<file path="config.mk">
export PLATFORM = sky130hd
export DESIGN_NAME = word_bank
export DESIGN_NICKNAME = d
export VERILOG_FILES = /design/src/logic/cache_pkg.sv /design/src/logic/word_bank.sv
export SDC_FILE = /design/constraint.sdc
export NUM_CORES = 2
export LEC_CHECK = 0
export BUFFER_PORTS_ARGS = -buffer_cell sky130_fd_sc_hd__buf_4
export CORE_UTILIZATION = 30
export CTS_BUF_LIST = sky130_fd_sc_hd__clkbuf_16
export CTS_CLUSTER_SIZE = 14
export DETAILED_ROUTE_END_ITERATION = 7
export HOLD_SLACK_MARGIN = 0.02
export PLACE_DENSITY = 0.44
export SLEW_MARGIN = 20
export SYNTH_ARGS = -nofsm -noshare
export SYNTH_HDL_FRONTEND = slang
export SYNTH_SLANG_ARGS = --single-unit
</file>
<file path="constraint.sdc">
create_clock -name clk -period 4.8 [get_ports clk]
set_input_delay 0.96 -clock clk [delete_from_list [all_inputs] [get_ports clk]]
set_output_delay 0.96 -clock clk [all_outputs]
set_load 0.02 [all_outputs]
</file>
<file path="src/logic/cache_pkg.sv">
`default_nettype none

package cache_pkg;

	// geometry of the direct-mapped cache
	localparam int tag_bits = 5;
	localparam int index_bits = 7;
	localparam int offset_bits = 3;
	localparam int sets = 2**index_bits;         // 128 sets
	localparam int block_words = 2**offset_bits; // also the number of banks
	localparam int word_bits = 16;

	// a cpu address seen either as one word or split into its cache fields
	typedef union packed {
		logic [word_bits-1:0] word;
		struct packed {
			logic [tag_bits-1:0] tag;
			logic [index_bits-1:0] index;
			logic [offset_bits-1:0] offset;
			logic byte_sel; // ignored, memory is word addressed
		} fields;
	} cache_addr_t;

	typedef enum logic [2:0] {
		idle,
		lookup,
		fill,
		fill_done,
		write_mem
	} ctrl_state_t;

endpackage

`default_nettype wire

</file>
<file path="src/logic/word_bank.sv">
`timescale 1ns/10ps
`default_nettype none

module word_bank (
	input  logic clk,
	input  logic write_en,
	input  logic [cache_pkg::index_bits-1:0] index,
	input  logic [cache_pkg::word_bits-1:0] write_data,
	output logic [cache_pkg::word_bits-1:0] read_data
);
	import cache_pkg::*;

	// one word of every set
	logic [word_bits-1:0] mem [2**index_bits];

	always_ff @(posedge clk) begin
		if (write_en)
			mem[index] <= write_data;
		read_data <= mem[index]; // old data when written on the same edge
	end

endmodule

`default_nettype wire

</file>
* Yosys cells after proc, flatten, opt, wreduce, memory -nomap -nowiden
Memory sizes are Yosys's and may differ from the RTL's. A register that Yosys moved wholly into a read port is not among the register bits. Index checks and enable logic that the tools add are counted.
Word-level totals: output and inout port bits 16, bits in writable memories 2048, memories kept 1, register bits 0
Memories:
- mem | depth 128, width 16, rd ports 1, clocked after memory_dff 1, write ports 1, line word_bank.sv:14 | logic [word_bits-1:0] mem [2**index_bits];
Operators by class: muxes and demuxes 2
Operator list (count):
- 1-bit 2-to-1 mux | 2

* Logic depth before layout (Yosys ltp)
depth in word-level cells 2, depth in mapped cells 13, gate-level depth less buffers 7

* Worst setup path before layout
OpenSTA, ideal clock, no wires.
path type input to register, from input index[2] (netlist bit), to memory mem[72][0] (enable), cell stages on the path 8, setup slack 1.065 ns, arrival 3.326 ns, path buffers 7, cells stage by stage buf_2 > buf_4 > buf_2 > buf_2 > buf_2 > buf_2 > buf_2 > nor3_1
RTL lines:
- start, declared | line word_bank.sv:7 | input logic [cache_pkg::index_bits-1:0] index,
- end, declared | line word_bank.sv:14
Straight into the memory's write port.

==> results.json <==
{
  "fin_util_pct": 36.1,
  "fp.dieH_um": 515,
  "cts_buffers": 217,
  "dieArea_mm2": 0.265,
  "postCtsSetupRepairBufs": 0,
  "ff2ff_path_depth": 6,
  "p_leak_uw": 0.0297,
  "clock_latency_ns": 0.93,
  "io_pins": 41,
  "ant_nets": 0,
  "ys_top_cells_by_count": "edfxtp_1 (2,048), a221oi_1 (479), nor2_1 (350)",
  "place.gp.congestion": 0.941,
  "synth_edf_count": 2048,
  "grt_pass1_vias": 47734,
  "grt_antenna_before_repair": 21,
  "swShare_pct": 24.3,
  "io_buffers": 40,
  "drtPass1Iterations": 6,
  "cts_resized": 0,
  "syn-cell-area_mm2": 0.0789,
  "outcome": "finished, final reports clean",
  "nets": 5063,
  "start_util_pct": 30.3,
  "period_share_pct": 81.8,
  "clk_pin_slew_ns": 0.07,
  "comb_power_share_pct": 7.0,
  "route.detailed.drc": 0,
  "dr.first_iter.drc_count": 6863,
  "period_needed_ns": 3.93,
  "r2r_end": "read_data[5]",
  "synth_cell_type_count": 69,
  "worstMarginPinSlew_ns": 1.22,
  "power_density_mw_per_mm2": 417,
  "p_sw_uw": 9520,
  "arrival_ns": 4.66,
  "p_seq_share_pct": 51.0,
  "hold_start": "write_data[13]",
  "clk_path_buf_depth": 3,
  "root_buffer": "clkbuf_16",
  "p_int_uw": 29700,
  "viasPerCell": 5.65,
  "rsz0062_at_grt": "false",
  "cts_tree": "done",
  "drv_slew": 0,
  "drive_gt1_share_pct": 22.0,
  "synth.area.top_cells": "edfxtp_1 (78%), a221oi_1 (5.3%), mux2_2 (2.1%)",
  "drt_wl_total_um": 312000,
  "stdcell_count": 8734,
  "hp-class": "in2reg",
  "h-tree-depth": 4,
  "yosysSeqAreaShare_pct": 78.4,
  "routedWlPerCell_um": 35.7,
  "grt_use_total_pct": 23.1,
  "critical_path_class": "in2reg",
  "grt_max_degree": 89,
  "finalHoldViolations": 0,
  "worstPathRequired_ns": 5.53,
  "vias": 49386,
  "grt_first_pass_wirelength_um": 422000,
  "yosysTopAreaCell": "edfxtp_1",
  "syn-num-nets": 4648,
  "setup_viol": 0,
  "fin_skew_ns": 0.0856,
  "syn_to_final_growth_pct": 19.3,
  "rrSetupSlack_ns": 1.74,
  "whs_path_depth": 1,
  "cts.sinks": 2064,
  "post-synth-top-count-cell": "edfxtp_1",
  "r2r_start": "mem[121][5]",
  "hold_buffers": 0,
  "ys_ff_latch": 2064,
  "synth_cells": 4623,
  "setup-tns-final_ns": 0,
  "cap_violations": 0,
  "holdPathEnd": "mem[16][13]",
  "clkPwrFrac_pct": 42.0,
  "crit_path_start_kind": "input port",
  "avgSynthCellArea_um2": 17.1,
  "slew_headroom_pct": 17.6,
  "worstPathMaxFanout": 31,
  "grt-ovfl-total": 0,
  "async_reset_ff_share_pct": 0,
  "coreArea_mm2": 0.260,
  "dpl.cell_count": 8315,
  "nFillCells": 24478,
  "synth_top_cell_area_share_pct": 78.0,
  "dp_hpwl_um": 198000,
  "die_x_um": 515,
  "rows": 187,
  "ys_warn_count": 0,
  "ys.flop_type": "edfxtp_1",
  "end_kind": "register",
  "clock.fmax_mhz": 255,
  "ir_drop_mv": 0.358
}
==> per-stage QoR <==
step	hold WS [ns]	power [uW]	setup slack (ns)	cell area [um2]
global route	0.429	40200	1.01	94100
finish	0.436	39200	0.874	94100
global placement	0.805	23100	0.0620	87100
CTS	0.411	39500	1.01	94100
detailed placement	0.813	23100	0.0726	87100
floorplan	0.578	21300	1.06	78900
==> final cells by class <==
class                   instances  area, um2  area share, %
repair buffers                562       5120           5.44
clock inverters               192       1570           1.66
well taps                    3496       4370           4.65
flip-flops and latches       2064      61800           65.7
inverters                       6       35.0         0.0372
diodes                         10       25.0         0.0266
clock buffers                 217       5430           5.77
multi-input cells            2187      15800           16.7
==> worst max path at each step <==
stage          cells after the start  startpoint  slack (ns)      endpoint
2_1_floorplan                      8    index[2]        1.06    mem[72][0]
3_3_place_gp                       9    index[2]        0.06  read_data[5]
3_5_place_dp                       9    index[2]        0.07  read_data[5]
4_1_cts                            9    index[2]        1.01  read_data[5]
5_1_grt                           10    index[2]        1.01  read_data[5]
6_report                           9    index[2]        0.87  read_data[5]
==> cells by family after synthesis <==
logic type / count (synthesis) / share of synthesized area (%)
AO/OA/AOI/OAI: 1332 / 12.5
flip-flops: 2064 / 78.4
multiplexers: 250 / 3.76
AND/OR/NAND/NOR: 605 / 3.24
buffers and inverters: 372 / 2.07
==> worst max-delay path, cell delays in order <==
cell	delay, ns
buf_8	0.33
and3b_4	0.51
buf_12	0.29
a22oi_1	0.24
a21oi_1	0.09
o21ai_0	0.62
o21ai_0	0.52
nor4_1	0.68
o2111ai_1	0.24
==> flip-flops by register name (all words and copies together), names as in the netlist <==
register   cells
mem         2048
read_data     16
==> per-layer routing <==
layer  routed length, um  track usage, %  part of all wire (%)  vias to the layer above
li1                    -               -                     -                    20080
met1              131000            31.6                    42                    26418
met2              142000            36.0                    46                     2407
met3               25200            4.25                   8.1                      475
met4               13200            9.56                   4.2                        6
met5                  38               0                 0.012                        -
==> cell usage in the layout (no fill, tap or decap), types with 22 or more instances in the layout <==
master	netlist	final
o221ai_1	42	42
a22oi_1	177	177
a221oi_1	479	479
nor3_1	36	28
a221o_1	37	37
mux2i_1	80	80
nand2_1	124	123
buf_4	11	489
mux2_2	145	145
nor2_1	350	258
o21ai_0	149	149
nor2_2	2	91
buf_12	0	70
clkinv_2	0	35
clkinv_1	2	57
clkbuf_16	0	217
inv_1	1	62
edfxtp_1	2048	2048
o22ai_1	65	65
mux4_2	22	22
a21oi_1	226	226
==> power by group through the flow <==
stage	combinational, uW	sequential, uW	clock (uW)
after detailed placement	2730	20400	0
after floorplan	1010	20300	0
final	2760	20000	16500
after CTS	2740	20000	16700
after global placement	2730	20400	0
after global routing	2830	20000	17400
(Power assumes the default switching activity.)
