## config.mk

```make
export PLATFORM = sky130hd
export DESIGN_NAME = read_select
export DESIGN_NICKNAME = d
export VERILOG_FILES = /design/src/logic/cache_pkg.sv /design/src/logic/read_select.sv
export SDC_FILE = /design/constraint.sdc
export NUM_CORES = 1
export LEC_CHECK = 0
export ABC_CLOCK_PERIOD_IN_PS = 2040
export CAP_MARGIN = 10
export CORE_MARGIN = 2
export CORE_UTILIZATION = 25
export CTS_CLUSTER_SIZE = 12
export DETAILED_ROUTE_END_ITERATION = 10
export DONT_BUFFER_PORTS = 1
export PLACE_DENSITY_LB_ADDON = 0.15
export SYNTH_ARGS = -nofsm -noshare
export SYNTH_HDL_FRONTEND = slang
export SYNTH_SLANG_ARGS = --single-unit
```

## constraint.sdc

```tcl
create_clock -name clk -period 2.04 [get_ports clk]
set_input_delay 0.408 -clock clk [delete_from_list [all_inputs] [get_ports clk]]
set_output_delay 0.408 -clock clk [all_outputs]
set_load 0.005 [all_outputs]
```

## src/logic/cache_pkg.sv

```systemverilog
`default_nettype none

package cache_pkg;

	// geometry of the direct-mapped cache
	localparam int tag_bits = 5;
	localparam int index_bits = 7;
	localparam int offset_bits = 3;
	localparam int sets = 2**index_bits;         // 128 sets
	localparam int block_words = 2**offset_bits; // also the number of banks
	localparam int word_bits = 16;

	// a cpu address seen either as one word or split into its cache fields
	typedef union packed {
		logic [word_bits-1:0] word;
		struct packed {
			logic [tag_bits-1:0] tag;
			logic [index_bits-1:0] index;
			logic [offset_bits-1:0] offset;
			logic byte_sel; // ignored, memory is word addressed
		} fields;
	} cache_addr_t;

	typedef enum logic [2:0] {
		idle,
		lookup,
		fill,
		fill_done,
		write_mem
	} ctrl_state_t;

endpackage

`default_nettype wire

```

## src/logic/read_select.sv

```systemverilog
`timescale 1ns/10ps
`default_nettype none

module read_select (
	input  logic clk,
	input  logic rst_n,
	input  logic [cache_pkg::offset_bits-1:0] word_offset,
	input  logic [cache_pkg::word_bits-1:0] bank_words [2**cache_pkg::offset_bits],
	output logic [cache_pkg::word_bits-1:0] prdata
);
	import cache_pkg::*;

	logic [offset_bits-1:0] offset_q;
	logic primed; // banks have been read at least once

	// the offset is taken on the same edge the banks read the set
	always_ff @(posedge clk) begin
		if (!rst_n) begin
			offset_q <= '0;
			primed <= 1'b0;
		end else begin
			offset_q <= word_offset;
			primed <= 1'b1;
		end
	end

	assign prdata = primed ? bank_words[offset_q] : '0;

endmodule

`default_nettype wire

```

== Word-level counts from Yosys, hierarchy flattened ==
Index checks and enable logic that the tools add are counted.

* Memories kept: 0
* Register bits after elaboration: 4
* Output and inout port bits: 16
* Memory bits (read-only): 0
* Bits in latches: 0
* Word-level logic and storage cells: 9
* Bits in writable memories: 0
* Input bits: 133

* Divide/modulo/power cells: 0
* Muxes and demuxes: 5
* Equal/unequal tests: 0
* Bitwise gates (word level): 1
* Reduce and logical (&&, ||, !) cells: 0
* Multiply operators: 0
* Order comparisons: 1
* Shift-type cells: 0
* $add $sub $neg: 0

{| class="wikitable"
|+ Operators with widths
! cell !! number
|-
| binary-select mux 16 bit (select 3 bit) || 1
|-
| 2-to-1 mux 16 bit || 3
|-
| greater-or-equal comparator 4 bit, second input constant || 1
|-
| inverter 3 -> 4 bit || 1
|-
| 2-to-1 mux 1 bit || 1
|}

== Logic depth before layout (Yosys ltp) ==
* Word-level depth: 5
* Depth in mapped cells: 5

== Worst setup path after synthesis ==
Ideal clock, no wire load.

* Path type: reg2out
* Start: register offset_q[1]
* End: output prdata[10] in the netlist's numbering
* Stages on the path, launching flop included: 6
* Path buffers: 2
* Path slack: 0.435 ns
* Arrival time: 1.197 ns
* Cell sequence: dfxtp_1 -> buf_6 -> buf_12 -> mux4_2 -> inv_1 -> a221oi_2

* Longest elaborated chain between the ends: 5

{| class="wikitable"
|+ Ends and longest elaborated chain
! element !! RTL line !! text
|-
| start: declaration || read_select.sv:13 || <nowiki>logic [offset_bits-1:0] offset_q;</nowiki>
|-
| start signal: assignment || read_select.sv:22 || <nowiki>offset_q <= word_offset;</nowiki>
|-
| inverter 3 -> 4 bit (implied by the code) || read_select.sv:27 || <nowiki>assign prdata = primed ? bank_words[offset_q] : '0;</nowiki>
|-
| binary-select mux 16 bit (select 3 bit) || read_select.sv:27 ||
|-
| 2-to-1 mux 16 bit (implied by the code) (2 in series) || read_select.sv:27 ||
|-
| 2-to-1 mux 16 bit || read_select.sv:27 ||
|-
| end: declaration || read_select.sv:9 || <nowiki>output logic [cache_pkg::word_bits-1:0] prdata</nowiki>
|}

Every way passes these cells. The select of a mux whose other input is x is not followed.

== Worst setup path after layout ==
* Start: register offset_q[1]
* End: output prdata[0] in the netlist's numbering

Same word-level chain as after synthesis.

==> results.json <==
{
  "status": "complete, no violations",
  "dpl_cell_area_sq_mm": 0.00137,
  "use_met3_pct": 3.67,
  "final_util_pct": 28.0,
  "startpoint_type": "register",
  "gp_congestion": 0.630,
  "io_pins": 149,
  "drc": 0,
  "setup_viol": 0,
  "die_width_microns": 76.1,
  "yosysUniqueCellTypes": 18,
  "min_from": "rst_n",
  "via_count": 1064,
  "p_leak_nw": 0.521,
  "numClockSinks": 4,
  "crit_fanout": 10,
  "drt.antenna.violating_nets": 0,
  "antenna-diode-count": 0,
  "grt_pass1_wl_microns": 5850,
  "max_freq_mhz": 516,
  "drt_iter0_markers": 13,
  "avgSynthCellArea_sq_um": 11.1,
  "routedWlPerCell_microns": 19.9,
  "setup_tns_ps": 0,
  "core_area_sq_mm": 0.00507,
  "seq_area_sq_um": 81.3,
  "synth_warnings": 0,
  "cp.depth": 4,
  "path_cells": "buf_6, mux4_1, inv_1, a221oi_1",
  "tightest_slew_ps": 276,
  "routed_wl_microns": 3800,
  "max_slew_margin_pct": 81.5,
  "yosys.area.top_type": "mux4_2",
  "drtPass1Iterations": 4,
  "cp_slowest_cell": "mux4_1",
  "ir_drop_uv": 401,
  "slew_viol_final": 0,
  "synth_area_leaders": "mux4_2, mux2_2, mux2i_1, mux4_1, a221oi_2",
  "grtUsageMet2_pct": 24.6,
  "path_class": "reg -> out",
  "drv_cap": 0,
  "drive_gt1_share_pct": 44.6,
  "p_per_area_mw_per_mm2": 357,
  "num_rows": 26,
  "setup_ws_ps": 101,
  "initial_core_util_pct": 25.6,
  "hold_viol_final": 0,
  "pre_cts_slack_ps": 250,
  "cp_top_family": "multiplexers",
  "cts_max_path_buffers": 2,
  "holdPathStages": 0,
  "netlist_area_sq_mm": 0.00130,
  "layout.filler_cells": 581,
  "portBuffers": 0,
  "rsz0062_at_grt": "false",
  "critPathLaunch": "offset_q[1]",
  "syn_nets": 250,
  "path_buf_inv": 2,
  "synth_top_cell_area_share_pct": 17.3,
  "grt_max_degree": 26,
  "grt_overflow": 0,
  "track_usage_pct": 12.5,
  "worst_setup_hold_path_clk_slew_ps": 30,
  "use_met1_pct": 13.7,
  "floorplan.die_area_sq_mm": 0.00580,
  "p_total_mw": 0.507,
  "cts_buffers": 3,
  "htreeDepth": 1,
  "layout_min_cycle_time_ps": 1940,
  "syn2layout_area_growth_pct": 9.23,
  "post-route-period-util_pct": 95.1,
  "ys_seq_area_share_pct": 6.15,
  "die_y_microns": 76.1,
  "fin_area_sq_mm": 0.00142,
  "layout.nets": 256,
  "cp.arrival_ps": 1530,
  "clockRootBuffer": "clkbuf_8",
  "ys_seq_elements": 4,
  "grt_pass1_vias": 1224,
  "cts_tree": "done",
  "cp-end-kind": "output pin",
  "busiest_layer": "met2",
  "dpl.hpwl_microns": 3420,
  "multi_input_area_sq_mm": 0.00103,
  "synthCells": 117,
  "cp.required_ps": 1630,
  "via_per_inst": 5.57,
  "grt_antenna_before_repair": 0,
  "crit_path_max_incr_delay_ps": 580,
  "min_path_type": "in -> reg",
  "cts_hold_buf": 0
}
timing repair:
item | 4_1_cts | 5_1_grt
gates resized for setup | 0 | 2
setup buffers | 0 | 0
setup endpoints to repair | 0 | 5
metrics by stage:
stage,cells,hold WS (ps)
after floorplan,117,436
after global placement,188,436
after detailed placement,188,436
after CTS,191,216
after global routing,191,210
final,191,221
report_power, final:
part / total (mW) / switching, mW / internal, mW
Clock: 0.162 / 0.0368 / 0.125
Sequential: 0.0895 / 0.00604 / 0.0834
Combinational: 0.256 / 0.115 / 0.140
Total: 0.507 / 0.158 / 0.349
final timing paths:
kind   endpoint  slack (ps)
max   prdata[0]         100
min      primed         220
routing by layer:
metal  vias to the layer above  routed length [microns]
met4                         0                        0
met1                       490                     1290
met5                         -                        0
li1                        484                        -
met2                        90                     2140
met3                         0                      372
area by class of cell:
type / instances / share of cell area (%)
well taps: 70 / 6.16
flip-flops and latches: 4 / 5.72
clock buffers: 3 / 2.90
multi-input cells: 85 / 72.7
inverters: 16 / 4.23
repair buffers: 13 / 8.27
synthesized netlist by cell type:
cell / count
inv_1: 16
mux2_2: 16
mux2i_1: 16
o21ai_0: 16
mux4_2: 10
a221oi_2: 9
a221oi_1: 7
mux4_1: 6
buf_6: 4
dfxtp_1: 4
and2_1: 3
buf_12: 2
buf_4: 2
clkbuf_1: 2
buf_8: 1
clkbuf_2: 1
nand2b_2: 1
nor2_2: 1
sequential cells by signal, summed over array words and instances (netlist names):
register	flops
offset_q	3
primed	1
cells by family (layout without fill, tap and decap cells):
family	Yosys count	after routing	synth area share, %
AND/OR/NAND/NOR	5	5	2.60
AO/OA/AOI/OAI	32	32	21.3
buffers and inverters	28	32	14.4
multiplexers	48	48	55.6
flip-flops	4	4	6.15
placed cells by master (no fill, tap or decap), drive strengths merged:
cell type  synthesis  layout
a221oi            16      16
and2               3       3
buf                9      13
clkbuf             3       3
dfxtp              4       4
inv               16      16
mux2              16      16
mux2i             16      16
mux4              16      16
nand2b             1       1
nor2               1       1
o21ai             16      16
Power figures use the tool's default switching activity.
