File: src/logic/cache_pkg.sv
`default_nettype none

package cache_pkg;

	// geometry of the direct-mapped cache
	localparam int tag_bits = 5;
	localparam int index_bits = 7;
	localparam int offset_bits = 3;
	localparam int sets = 2**index_bits;         // 128 sets
	localparam int block_words = 2**offset_bits; // also the number of banks
	localparam int word_bits = 16;

	// a cpu address seen either as one word or split into its cache fields
	typedef union packed {
		logic [word_bits-1:0] word;
		struct packed {
			logic [tag_bits-1:0] tag;
			logic [index_bits-1:0] index;
			logic [offset_bits-1:0] offset;
			logic byte_sel; // ignored, memory is word addressed
		} fields;
	} cache_addr_t;

	typedef enum logic [2:0] {
		idle,
		lookup,
		fill,
		fill_done,
		write_mem
	} ctrl_state_t;

endpackage

`default_nettype wire

File: src/logic/cache_ctrl.sv
`timescale 1ns/10ps
`default_nettype none

module cache_ctrl (
	input  logic clk,
	input  logic rst_n,

	// apb slave
	input  logic psel,
	input  logic penable,
	input  logic pwrite,
	input  cache_pkg::cache_addr_t paddr,
	input  logic [cache_pkg::word_bits-1:0] pwdata,
	output logic pready,

	// memory port
	input  logic mem_ready,
	input  logic [cache_pkg::word_bits-1:0] mem_read_data,
	output logic mem_read,
	output logic mem_write,
	output logic [cache_pkg::word_bits-1:0] mem_addr,
	output logic [cache_pkg::word_bits-1:0] mem_write_data,

	// data banks and read select
	output logic [cache_pkg::index_bits-1:0] bank_index,
	output logic [cache_pkg::block_words-1:0] bank_write_en,
	output logic [cache_pkg::word_bits-1:0] bank_write_data,
	output logic [cache_pkg::offset_bits-1:0] word_offset
);
	import cache_pkg::*;

	ctrl_state_t state;
	ctrl_state_t state_next;

	logic [sets-1:0] valid;
	logic [tag_bits-1:0] tags [sets];

	logic [offset_bits-1:0] fill_cnt; // word of the block being fetched
	logic hit;
	logic fill_last;
	cache_addr_t next_addr;           // address of the next memory request

	// paddr holds still for the whole transfer, so the banks follow it directly
	assign bank_index = paddr.fields.index;
	assign word_offset = paddr.fields.offset;

	assign hit = valid[paddr.fields.index] && (tags[paddr.fields.index] == paddr.fields.tag);

	// eighth word of the block is being returned
	assign fill_last = (state == fill) && mem_ready &&
		(fill_cnt == offset_bits'(block_words - 1));

	always_comb begin
		next_addr = paddr;
		next_addr.fields.byte_sel = 1'b0;
		if (state == fill)
			next_addr.fields.offset = fill_cnt + 1'b1;
		else if (!pwrite)
			next_addr.fields.offset = '0; // a fill starts at the top of the block
	end

	always_comb begin
		state_next = state;
		pready = 1'b0;
		bank_write_en = '0;
		bank_write_data = pwdata;

		case (state)
			idle: begin
				if (psel && !penable)
					state_next = lookup; // setup phase
			end

			lookup: begin
				if (pwrite) begin
					state_next = write_mem;
				end else if (hit) begin
					pready = 1'b1;   // read hit, zero wait states
					state_next = idle;
				end else begin
					state_next = fill;
				end
			end

			fill: begin
				bank_write_data = mem_read_data;
				if (mem_ready)
					bank_write_en[fill_cnt] = 1'b1;
				if (fill_last)
					state_next = fill_done;
			end

			// ends a write, or lets the banks settle after a fill
			fill_done: begin
				if (pwrite) begin
					pready = 1'b1;
					bank_write_en[paddr.fields.offset] = hit; // update only a cached word
					state_next = idle;
				end else begin
					state_next = lookup; // re-read, now a hit
				end
			end

			write_mem: begin
				if (mem_ready)
					state_next = fill_done;
			end

			default: state_next = idle;
		endcase
	end

	always_ff @(posedge clk) begin
		if (!rst_n) begin
			state <= idle;
			fill_cnt <= '0;
			mem_read <= 1'b0;
			mem_write <= 1'b0;
			valid <= '0;
		end else begin
			state <= state_next;

			if (state == lookup && !pwrite && !hit) begin
				mem_read <= 1'b1;
				fill_cnt <= '0;
			end
			if (state == lookup && pwrite)
				mem_write <= 1'b1;   // write-through, hit or miss

			if (state == fill && mem_ready)
				fill_cnt <= fill_cnt + 1'b1;
			if (fill_last) begin
				mem_read <= 1'b0;
				valid[paddr.fields.index] <= 1'b1;
			end

			if (state == write_mem && mem_ready)
				mem_write <= 1'b0;
		end
	end

	// request payload and tag store
	always_ff @(posedge clk) begin
		if (state == lookup) begin
			mem_addr <= next_addr.word;
			mem_write_data <= pwdata;
		end else if (state == fill && mem_ready) begin
			mem_addr <= next_addr.word; // step to the next word of the block
		end

		if (fill_last)
			tags[paddr.fields.index] <= paddr.fields.tag;
	end

endmodule

`default_nettype wire

File: config.mk
export PLATFORM = sky130hd
export DESIGN_NAME = cache_ctrl
export DESIGN_NICKNAME = d
export VERILOG_FILES = /design/src/logic/cache_pkg.sv /design/src/logic/cache_ctrl.sv
export SDC_FILE = /design/constraint.sdc
export NUM_CORES = 1
export LEC_CHECK = 0
export BUFFER_PORTS_ARGS = -buffer_cell sky130_fd_sc_hd__buf_2
export CAP_MARGIN = 20
export CORE_ASPECT_RATIO = 2
export CORE_UTILIZATION = 40
export CTS_CLUSTER_DIAMETER = 30
export DETAILED_ROUTE_END_ITERATION = 8
export PLACE_DENSITY = 0.52
export SLEW_MARGIN = 30
export SYNTH_ARGS = -nofsm -noshare
export SYNTH_HDL_FRONTEND = slang
export SYNTH_SLANG_ARGS = --single-unit
File: constraint.sdc
create_clock -name clk -period 6.6 [get_ports clk]
set_input_delay 0.66 -clock clk [delete_from_list [all_inputs] [get_ports clk]]
set_output_delay 0.66 -clock clk [all_outputs]
set_load 0.03 [all_outputs]
## Yosys cells after proc, flatten, opt, wreduce, memory -nomap -nowiden

Memory sizes are Yosys's and may differ from the RTL's.
Cells that the tools add are included.

- $add $sub $neg: 1
- Order comparisons: 6
- Equality and inequality tests: 9
- Multiplexer cells: 31
- Bitwise operators: 3
- Reductions and logical operators: 20

Operators by type and width:

| operator | number |
|---|---|
| $or A128 B128 Y128 | 1 |
| $mux W16 | 3 |
| $mux W3 | 8 |
| $mux W8 | 2 |
| $pmux W8 S2 | 1 |
| $pmux W3 S5 | 1 |
| $logic_and A1 B1 Y1 | 11 |
| $mux W1 | 10 |
| $and A8 B8 Y8 | 1 |
| $lt A3 B4 Y1 const B | 2 |
| $lt A7 B8 Y1 const B | 1 |
| $bmux W1 S7 | 1 |
| $demux W1 S7 | 1 |
| $ge A7 B1 Y1 const B | 1 |
| $demux W1 S3 | 2 |
| $eq A3 B2 Y1 const B | 2 |
| $eq A3 B3 Y1 const B | 2 |
| $ge A3 B1 Y1 const B | 2 |
| $ne A2 B2 Y1 const B | 3 |
| $eq A5 B5 Y1 | 1 |
| $reduce_bool A2 Y1 | 2 |
| $reduce_or A2 Y1 | 2 |
| $add A3 B1 Y3 const B | 1 |
| $eq A3 B1 Y1 const B | 1 |
| other kinds (6) | 8 |

- Bits in registers: 167
- RAM bits: 640
- Input bits: 54
- Output and inout bits: 69
- Logic and storage cells: 78
- Memories: 1

Memories:

| name | words | width | read ports | clocked after Yosys merged registers in | write ports | RTL line | RTL |
|---|---|---|---|---|---|---|---|
| tags | 128 | 5 | 1 | 0 | 1 | cache_ctrl.sv:36 | `logic [tag_bits-1:0] tags [sets];` |

## Depth between registers and ports, before layout

Gate-level depths: netlist (run 1).

- Word-level depth: 7
- Gate-level depth with buffers: 14
- Gate-level depth less buffers: 9

## Worst setup path after synthesis (run 1)

No wires, ideal clock.

- Path kind: input-to-output
- From: input paddr[5] (netlist bit)
- To: output pready
- Arrival time: 3.454 ns
- Required time: 5.940 ns
- Slack: 2.486 ns
- Stages: 10
- Buffers on the path: 1
- Cells stage by stage: buf_6 > mux2_2 > a221o_1 > a221o_1 > a41oi_2 > a32oi_1 > or3_1 > a221o_1 > or2_1 > o21ai_1

- Cells in the longest elaborated chain, start to end: 6
- Elaborated cells on any way between the ends: 8
- Classes of those cells: eq/ne: 1; mux: 5; reduce/logical: 1; memory: 1

RTL lines:

| element | RTL line | RTL |
|---|---|---|
| from (decl) | cache_ctrl.sv:12 | `input cache_pkg::cache_addr_t paddr,` |
| $mem_v2 Z128 W5 / $bmux W1 S7 (equally long branches) | -- |  |
| $eq A5 B5 Y1 / $mux W1 (equally long branches) | cache_ctrl.sv:47 | `assign hit = valid[paddr.fields.index] && (tags[paddr.fields.index] == paddr.fields.tag);` |
| $logic_and A1 B1 Y1 (*) | cache_ctrl.sv:47 |  |
| $mux W1 (*) | cache_ctrl.sv:77 | `end else if (hit) begin` |
| $mux W1 (*) | cache_ctrl.sv:75 | `if (pwrite) begin` |
| $pmux W1 S2 (*) | cache_ctrl.sv:68 | `case (state)` |
| to (decl) | cache_ctrl.sv:14 | `output logic pready,` |

Mark *: on every way between the ends. The rest lies on a longest branch, timed or not. The select of a mux whose other input is x is not followed.

## Worst setup path in the final report (run 1)

- From: input paddr[4] (netlist bit)
- To: output bank_write_en[7] (netlist bit)

- Cells in the longest elaborated chain, start to end: 6
- Elaborated cells on any way between the ends: 8
- Classes of those cells: eq/ne: 1; mux: 4; bitwise: 1; reduce/logical: 1; memory: 1

RTL lines:

| element | RTL line | RTL |
|---|---|---|
| $mem_v2 Z128 W5 / $bmux W1 S7 (equally long branches) | -- |  |
| $eq A5 B5 Y1 / $mux W1 (equally long branches) | cache_ctrl.sv:47 |  |
| $logic_and A1 B1 Y1 (*) | cache_ctrl.sv:47 |  |
| $and A8 B8 Y8 (no source line) (*) | -- |  |
| $mux W8 (*) | cache_ctrl.sv:95 | `if (pwrite) begin` |
| $pmux W8 S2 (*) | cache_ctrl.sv:68 |  |
| to (decl) | cache_ctrl.sv:26 | `output logic [cache_pkg::block_words-1:0] bank_write_en,` |

Marked as above.

==> qor.csv, run 1 <==
stage;metric;value;unit
final_layout;nFillCells;6803;
critical_path;startpoint;paddr[4];
die;die_h;402;um
sta;slew_violations;0;
die;fp.dieW;202;um
sta;finalSetupViolCount;0;
final_layout;postLayoutCoreUtil;47.2;%
die;num_io_pins;123;
power_and_ir_drop;clkPwrFrac;47.3;%
routing;drt-pass1-iter-count;6;
final_layout;drive_gt1_share;21.7;%
routing;ant_nets;0;
critical_path;start_kind;input pin;
sta;fin_tns_setup;0;ns
placed_design;dp_hpwl;64500;um
routing;drt_iter0_drc;1528;
synth;ys_seq_area_share;71.6;%
global_route;grt_max_degree;95;
synth;synth_cell_types;74;
power_and_ir_drop;internal_power;8.99;mW
worst_hold_path;min_to;mem_write_data[5]$_DFFE_PP_;
synth;synth-async-reset-ratio;0;%
worst_hold_path;worstHoldPathType;input pin to register;
outcome;outcome;completed;
power_and_ir_drop;power_density;319;nW/um^2
synth;avgSynthCellArea;15.9;sq um
routing;route.detailed.drc;0;
power_and_ir_drop;finalPower;11.9;mW
final_layout;area_growth;16.7;%
die;core;79100;sq um
sta;fin_hold_ws;0.174;ns
final_layout;fin_nets;2237;
synth;netlist_area;32000;sq um
critical_path;cp_max_fo;80;
routing;via_per_inst;5.82;
global_route;grt_pass1_vias;19819;
cts;clkSinkCount;807;
placed_design;gp_congestion;0.912;
flow_run;max-cap-violations;0;
synth;synth-edff-count;671;
die;placementRows;146;
global_route;grt_pass1_wl;140000;um
routing;wl_per_cell;29.9;um
die;start_util;40.4;%
global_route;grtUsageTotal;24.3;%
final_layout;num_antenna_cells;0;
final_layout;mostFrequentLayoutCells;edfxtp_1 (671), mux2i_1 (179), nor2_1 (154);
power_and_ir_drop;ir_drop;178;uV
cts;worstSkewPairLatency;0.68;ns
worst_hold_path;hp-start;pwdata[5];
cts;cts_setup_buffers;0;
critical_path;r2r_cells;6;
cts;clock-root-buffer;clkbuf_16;
power_and_ir_drop;leakagePower;12.7;nW
sta;hold_viol_final;0;
cts;path_clk_slew;0.06;ns
cts;cts_resized;0;
cts;cts.path.max_buffers;3;
global_route;grt_overflow_total;0;
cts;cts_tree;done;
power_and_ir_drop;combPwrFrac;6.2;%
critical_path;reg2reg_slack;2.95;ns
sta;slew_headroom;32.5;%
routing;routed_wl;98600;um
critical_path;path_class;input pin to primary output;
die;die_area;81100;sq um
final_layout;layout_commonest_cell;edfxtp_1;
cts;ctsHoldBuffers;0;
sta;rsz0062_at_grt;no;
placed_design;portBuffers;120;
sta;finalCriticalPeriod;5.55;ns
critical_path;r2r_start;fill_cnt[1]$_SDFFE_PN0P_;
synth;synth_area_leaders;edfxtp_1 (63%), dfxtp_1 (8.5%), mux2i_1 (5.6%);
power_and_ir_drop;p_seq_share;46.5;%
synth;yosysWarnings;0;
synth;ys.flop_type;edfxtp_1;
sta;finClkSkew;0.0244;ns
routing;vias;19210;
sta;tightest_slew;1.01;ns
cts;cts_buffers;99;
cts;h-tree-depth;3;
synth;synth_area_leader_cell;edfxtp_1;
synth;ys_seq_elements;807;
synth;syn_inst;2016;
worst_hold_path;holdPathStages;1;
critical_path;cp_data_arrival_time;4.89;ns
sta;period_share;84.1;%
power_and_ir_drop;swShare;24.5;%
synth;synth_fp_nets;2072;
power_and_ir_drop;power_switching;2.92;mW
synth;synth_top_area_share;63.0;%
critical_path;endpoint_kind;primary output;
global_route;antenna_found_initial;1;
critical_path;timing.rr.end;tags[40][0]$_DFFE_PP_;
sta;fmax;180;MHz
critical_path;worstPathRequired;5.94;ns
-- worst max path at each step --
stage / depth (start not counted) / end / slack [ns]
after global routing: 13 / bank_write_en[7] / 0.97
after floorplan: 10 / pready / 2.49
final: 13 / bank_write_en[7] / 1.05
after global placement: 14 / bank_write_en[4] / 1.21
after CTS: 13 / bank_write_en[7] / 1.16
after detailed placement: 13 / bank_write_en[7] / 1.18
-- power groups by stage --
stage          combinational, mW  sequential [mW]  clock [mW]
2_1_floorplan              0.368             5.67           0
3_5_place_dp               0.736             5.65           0
3_3_place_gp               0.731             5.64           0
5_1_grt                    0.766             5.53        5.89
6_report                   0.738             5.54        5.64
4_1_cts                    0.738             5.54        5.71
-- critical path, cell delays in order --
cell	delay (ns)
buf_8	0.52
buf_12	0.40
mux2i_1	0.15
o22ai_1	0.33
nor3_1	0.15
o41ai_1	0.83
nand4_1	0.20
xor2_1	0.18
nand4b_1	0.24
buf_4	0.24
nor4_4	0.36
a31o_1	0.21
buf_2	0.20
-- layout make-up --
class                   count  area (sq um)  share of cell area, %
flip-flops and latches    807         22900                   61.3
multi-input cells        1046          8250                   22.1
clock buffers             106          2510                   6.74
repair buffers            203          1340                   3.58
well taps                1036          1300                   3.47
clock inverters            81           947                   2.54
inverters                  24          90.1                  0.241
-- logic make-up after synthesis --
family,after synthesis,share of synthesized area (%)
flops,807,71.6
xor+xnor,3,0.0822
fa+ha+maj,2,0.0783
simple gates,332,4.74
mux,268,10.7
compound gates,440,10.1
other cells,1,0.0117
buf+inv,163,2.72
-- cell usage after synthesis, drive strengths merged (7+ instances only) --
cell / n
edfxtp: 671
mux2i: 179
nor2: 157
dfxtp: 136
o21a: 128
o22ai: 97
buf: 81
nand2: 62
clkbuf: 58
mux4: 55
o221ai: 52
o21ai: 38
nor3: 35
mux2: 34
inv: 24
a22oi: 19
nand3: 18
a31oi: 11
o211ai: 11
a221o: 10
a221oi: 10
nand2b: 10
a21oi: 9
nand4: 9
a22o: 8
a31o: 8
nor4: 7
-- flip-flops by register name, summed over array words and instances (netlist names) --
name,cells
tags,640
mem_write,1
valid,128
mem_read,1
fill_cnt,3
state,3
mem_write_data,16
mem_addr,15
-- per-stage QoR --
step,instance area [sq um],instances,setup slack [ns]
2_1_floorplan,32000,2016,2.49
3_3_place_gp,33800,3116,1.21
3_5_place_dp,33800,3116,1.18
4_1_cts,37300,3303,1.16
5_1_grt,37300,3303,0.970
6_report,37300,3303,1.05
-- metal layers --
| layer | global-route usage (%) | up-vias | wire length [um] | part of all wire [%] |
|---|---|---|---|---|
| li1 | - | 8339 | - | - |
| met1 | 25.3 | 9778 | 33500 | 34 |
| met2 | 45.7 | 856 | 53700 | 55 |
| met3 | 3.76 | 237 | 5520 | 5.6 |
| met4 | 13.7 | 0 | 5880 | 6.0 |
| met5 | 0 | - | 0 | 0 |
Power figures use the tool's default switching activity.
==> run 2, diff against run 1 <==
==> constraint.sdc (replaced) <==
create_clock -name clk -period 5.27 [get_ports clk]
set_input_delay 0.527 -clock clk [delete_from_list [all_inputs] [get_ports clk]]
set_output_delay 0.527 -clock clk [all_outputs]
set_load 0.03 [all_outputs]
==> run 2 against run 1 <==
Compared with the run above: die area is the same; highest routed layer is now met5; wire length grew 0.67%; critical endpoint is now bank_write_en[4]; clock power grew 22%; utilization grew 0.58 points; hold slack lost 0.12 ns.
==> qor.csv, run 2 (synthesis results as in run 1) <==
stage;metric;value;unit;change
outcome;outcome;completed;;
routing;wl_per_cell;29.4;um;-1.4%
die;start_util;40.4;%;unchanged
worst_hold_path;worstHoldPathType;input pin to register;;
cts;clkSinkCount;807;;unchanged
placed_design;portBuffers;120;;unchanged
cts;cts_setup_buffers;0;;unchanged
power_and_ir_drop;leakagePower;13.0;nW;+2.6%
final_layout;layout_commonest_cell;edfxtp_1;;
cts;path_clk_slew;0.05;ns;about the same
worst_hold_path;hp-start;pwdata[6];;
cts;cts_resized;0;;unchanged
placed_design;gp_congestion;0.898;;-1.5%
global_route;grtUsageTotal;24.5;%;+0.21 points
final_layout;postLayoutCoreUtil;47.7;%;+0.58 points
worst_hold_path;min_to;mem_write_data[6]$_DFFE_PP_;;
routing;route.detailed.drc;0;;unchanged
critical_path;r2r_start;fill_cnt[1]$_SDFFE_PN0P_;;
die;placementRows;146;;unchanged
sta;fin_ws;0.0708;ns;-0.976 ns
sta;period_share;98.7;%;
die;die_area;81100;sq um;unchanged
critical_path;start_kind;input pin;;
critical_path;endpoint_kind;primary output;;
sta;fin_hold_ws;0.0511;ns;-0.123 ns
flow_run;max-cap-violations;0;;unchanged
cts;h-tree-depth;3;;unchanged
critical_path;crit_chain;buf_4, buf_4, buf_4, nor3b_1, a222oi_1, o221ai_1, a221oi_1, a311oi_1, or3_1, a221o_1, nor4_4, a31o_1, buf_2;;
sta;fin_tns_setup;0;ns;unchanged
final_layout;fin_nets;2306;;+3.1%
final_layout;drive_gt1_share;23.6;%;+1.9 points
routing;drt_iter0_drc;1706;;+12%
final_layout;area_growth;18.1;%;
die;fp.dieW;202;um;unchanged
final_layout;biggestRegsByFlops;tags: 640 flops, valid: 128 flops, mem_write_data: 16 flops;;
critical_path;worstPathRequired;4.74;ns;-1.20 ns
power_and_ir_drop;finalPower;14.8;mW;+24%
worst_hold_path;holdPathStages;1;;unchanged
sta;finalSetupViolCount;0;;unchanged
routing;drt-pass1-iter-count;7;;+1
placed_design;dp_hpwl;67400;um;+4.4%
critical_path;cp_data_arrival_time;4.67;ns;-0.22 ns
global_route;grt_pass1_vias;20055;;+1.2%
global_route;grt_max_degree;90;;-5.3%
power_and_ir_drop;power_density;391;nW/um^2;+22%
routing;ant_nets;0;;unchanged
final_layout;largest_reg_flops;640;;unchanged
critical_path;slowest_delay;0.87;ns;+0.04 ns
final_layout;num_antenna_cells;0;;unchanged
placed_design;pre_cts_ws;0.407;ns;-0.769 ns
cts;worstSkewPairLatency;0.68;ns;about the same
critical_path;path_class;input pin to primary output;;
die;core;79100;sq um;unchanged
cts;ctsHoldBuffers;0;;unchanged
global_route;grt_overflow_total;0;;unchanged
cts;cts_buffers;98;;-1.0%
critical_path;cp_max_fo;15;;-81%
cts;clock-root-buffer;clkbuf_16;;
sta;finalCriticalPeriod;5.20;ns;
routing;vias;19510;;+1.6%
sta;slew_headroom;24.2;%;-8.3 points
sta;slew_violations;0;;unchanged
sta;tightest_slew;1.13;ns;+0.123 ns
cts;cts.path.max_buffers;3;;unchanged
cts;cts_tree;done;;
final_layout;mostFrequentLayoutCells;edfxtp_1 (671), mux2i_1 (179), nor2_1 (155);;
global_route;grt_pass1_wl;140000;um;+0.56%
sta;finClkSkew;0.0178;ns;-0.00660 ns
power_and_ir_drop;ir_drop;299;uV;+68%
critical_path;r2r_cells;6;;unchanged
critical_path;crit_family;compound AO/OA/AOI/OAI gates;;
final_layout;largest-register;tags;;
routing;routed_wl;99300;um;+0.67%
critical_path;crit_buf_inv;4;;unchanged
die;num_io_pins;123;;unchanged
critical_path;reg2reg_slack;1.45;ns;-1.50 ns
routing;via_per_inst;5.79;;-0.49%
sta;hold_viol_final;0;;unchanged
sta;rsz0062_at_grt;no;;
critical_path;critPathMostFrequentCell;buf_4;;
critical_path;timing.rr.end;tags[35][2]$_DFFE_PP_;;
final_layout;nFillCells;6845;;+0.62%
global_route;antenna_found_initial;1;;unchanged
sta;fmax;192;MHz;
die;die_h;402;um;unchanged
critical_path;cp_slowest_cell;a221oi_1;;
run 2: cell types whose count changed in the layout (fill, tap and decap cells not counted), moves of 2 or more:
cell      previous run  this run
buf_12               6         8
buf_4               83       152
clkbuf_1             6         8
clkinv_1             5         9
clkinv_2             3         9
inv_6               23        10
inv_8               10        12
run 2: final cells by class:
cell class | instances | area (sq um) | share of cell area, %
sequential | 807 | 22900 | 60.6
multi-input combinational | 1046 | 8240 | 21.8
clock buffer | 109 | 2530 | 6.71
timing repair buffer | 273 | 1880 | 4.99
tap | 1036 | 1300 | 3.43
clock inverter | 76 | 852 | 2.26
inverter | 24 | 90.1 | 0.239
run 2: worst max path at each step:
stage	startpoint	endpoint	slack (ns)	cells after the start
detailed placement	paddr[5]	bank_write_en[4]	0.41	13
CTS	paddr[5]	bank_write_en[4]	0.39	13
global route	paddr[5]	bank_write_en[4]	0.04	13
finish	paddr[5]	bank_write_en[4]	0.07	13
floorplan	paddr[5]	pready	1.42	10
global placement	paddr[5]	bank_write_en[3]	0.41	13
run 2: routing by layer:
layer / wire length, um / vias to the layer above / global-route usage, %
li1: - / 8473 / -
met5: 10 / - / 0
met2: 53900 / 844 / 46.0
met3: 5520 / 217 / 3.64
met4: 5830 / 2 / 13.8
met1: 34000 / 9974 / 25.7
run 2: stage by stage:
stage / cell area (sq um) / instances
final: 37800 / 3371
after global routing: 37800 / 3371
after CTS: 37800 / 3371
after detailed placement: 34400 / 3186
after global placement: 34400 / 3186
after floorplan: 32000 / 2016
run 2: worst register-to-register path: stages (launching register included):
cell	delay (ns)
dfxtp_1	0.52
ha_1	0.22
ha_1	0.26
nand3_1	0.29
nor2_1	0.94
nand2_1	0.43
nor2_1	0.78
run 2: power by group:
part | internal [mW] | switching (mW) | total [mW]
registers | 6.93 | 0.00795 | 6.93
logic | 0.303 | 0.654 | 0.957
clock network | 4.03 | 2.85 | 6.87
total | 11.3 | 3.51 | 14.8
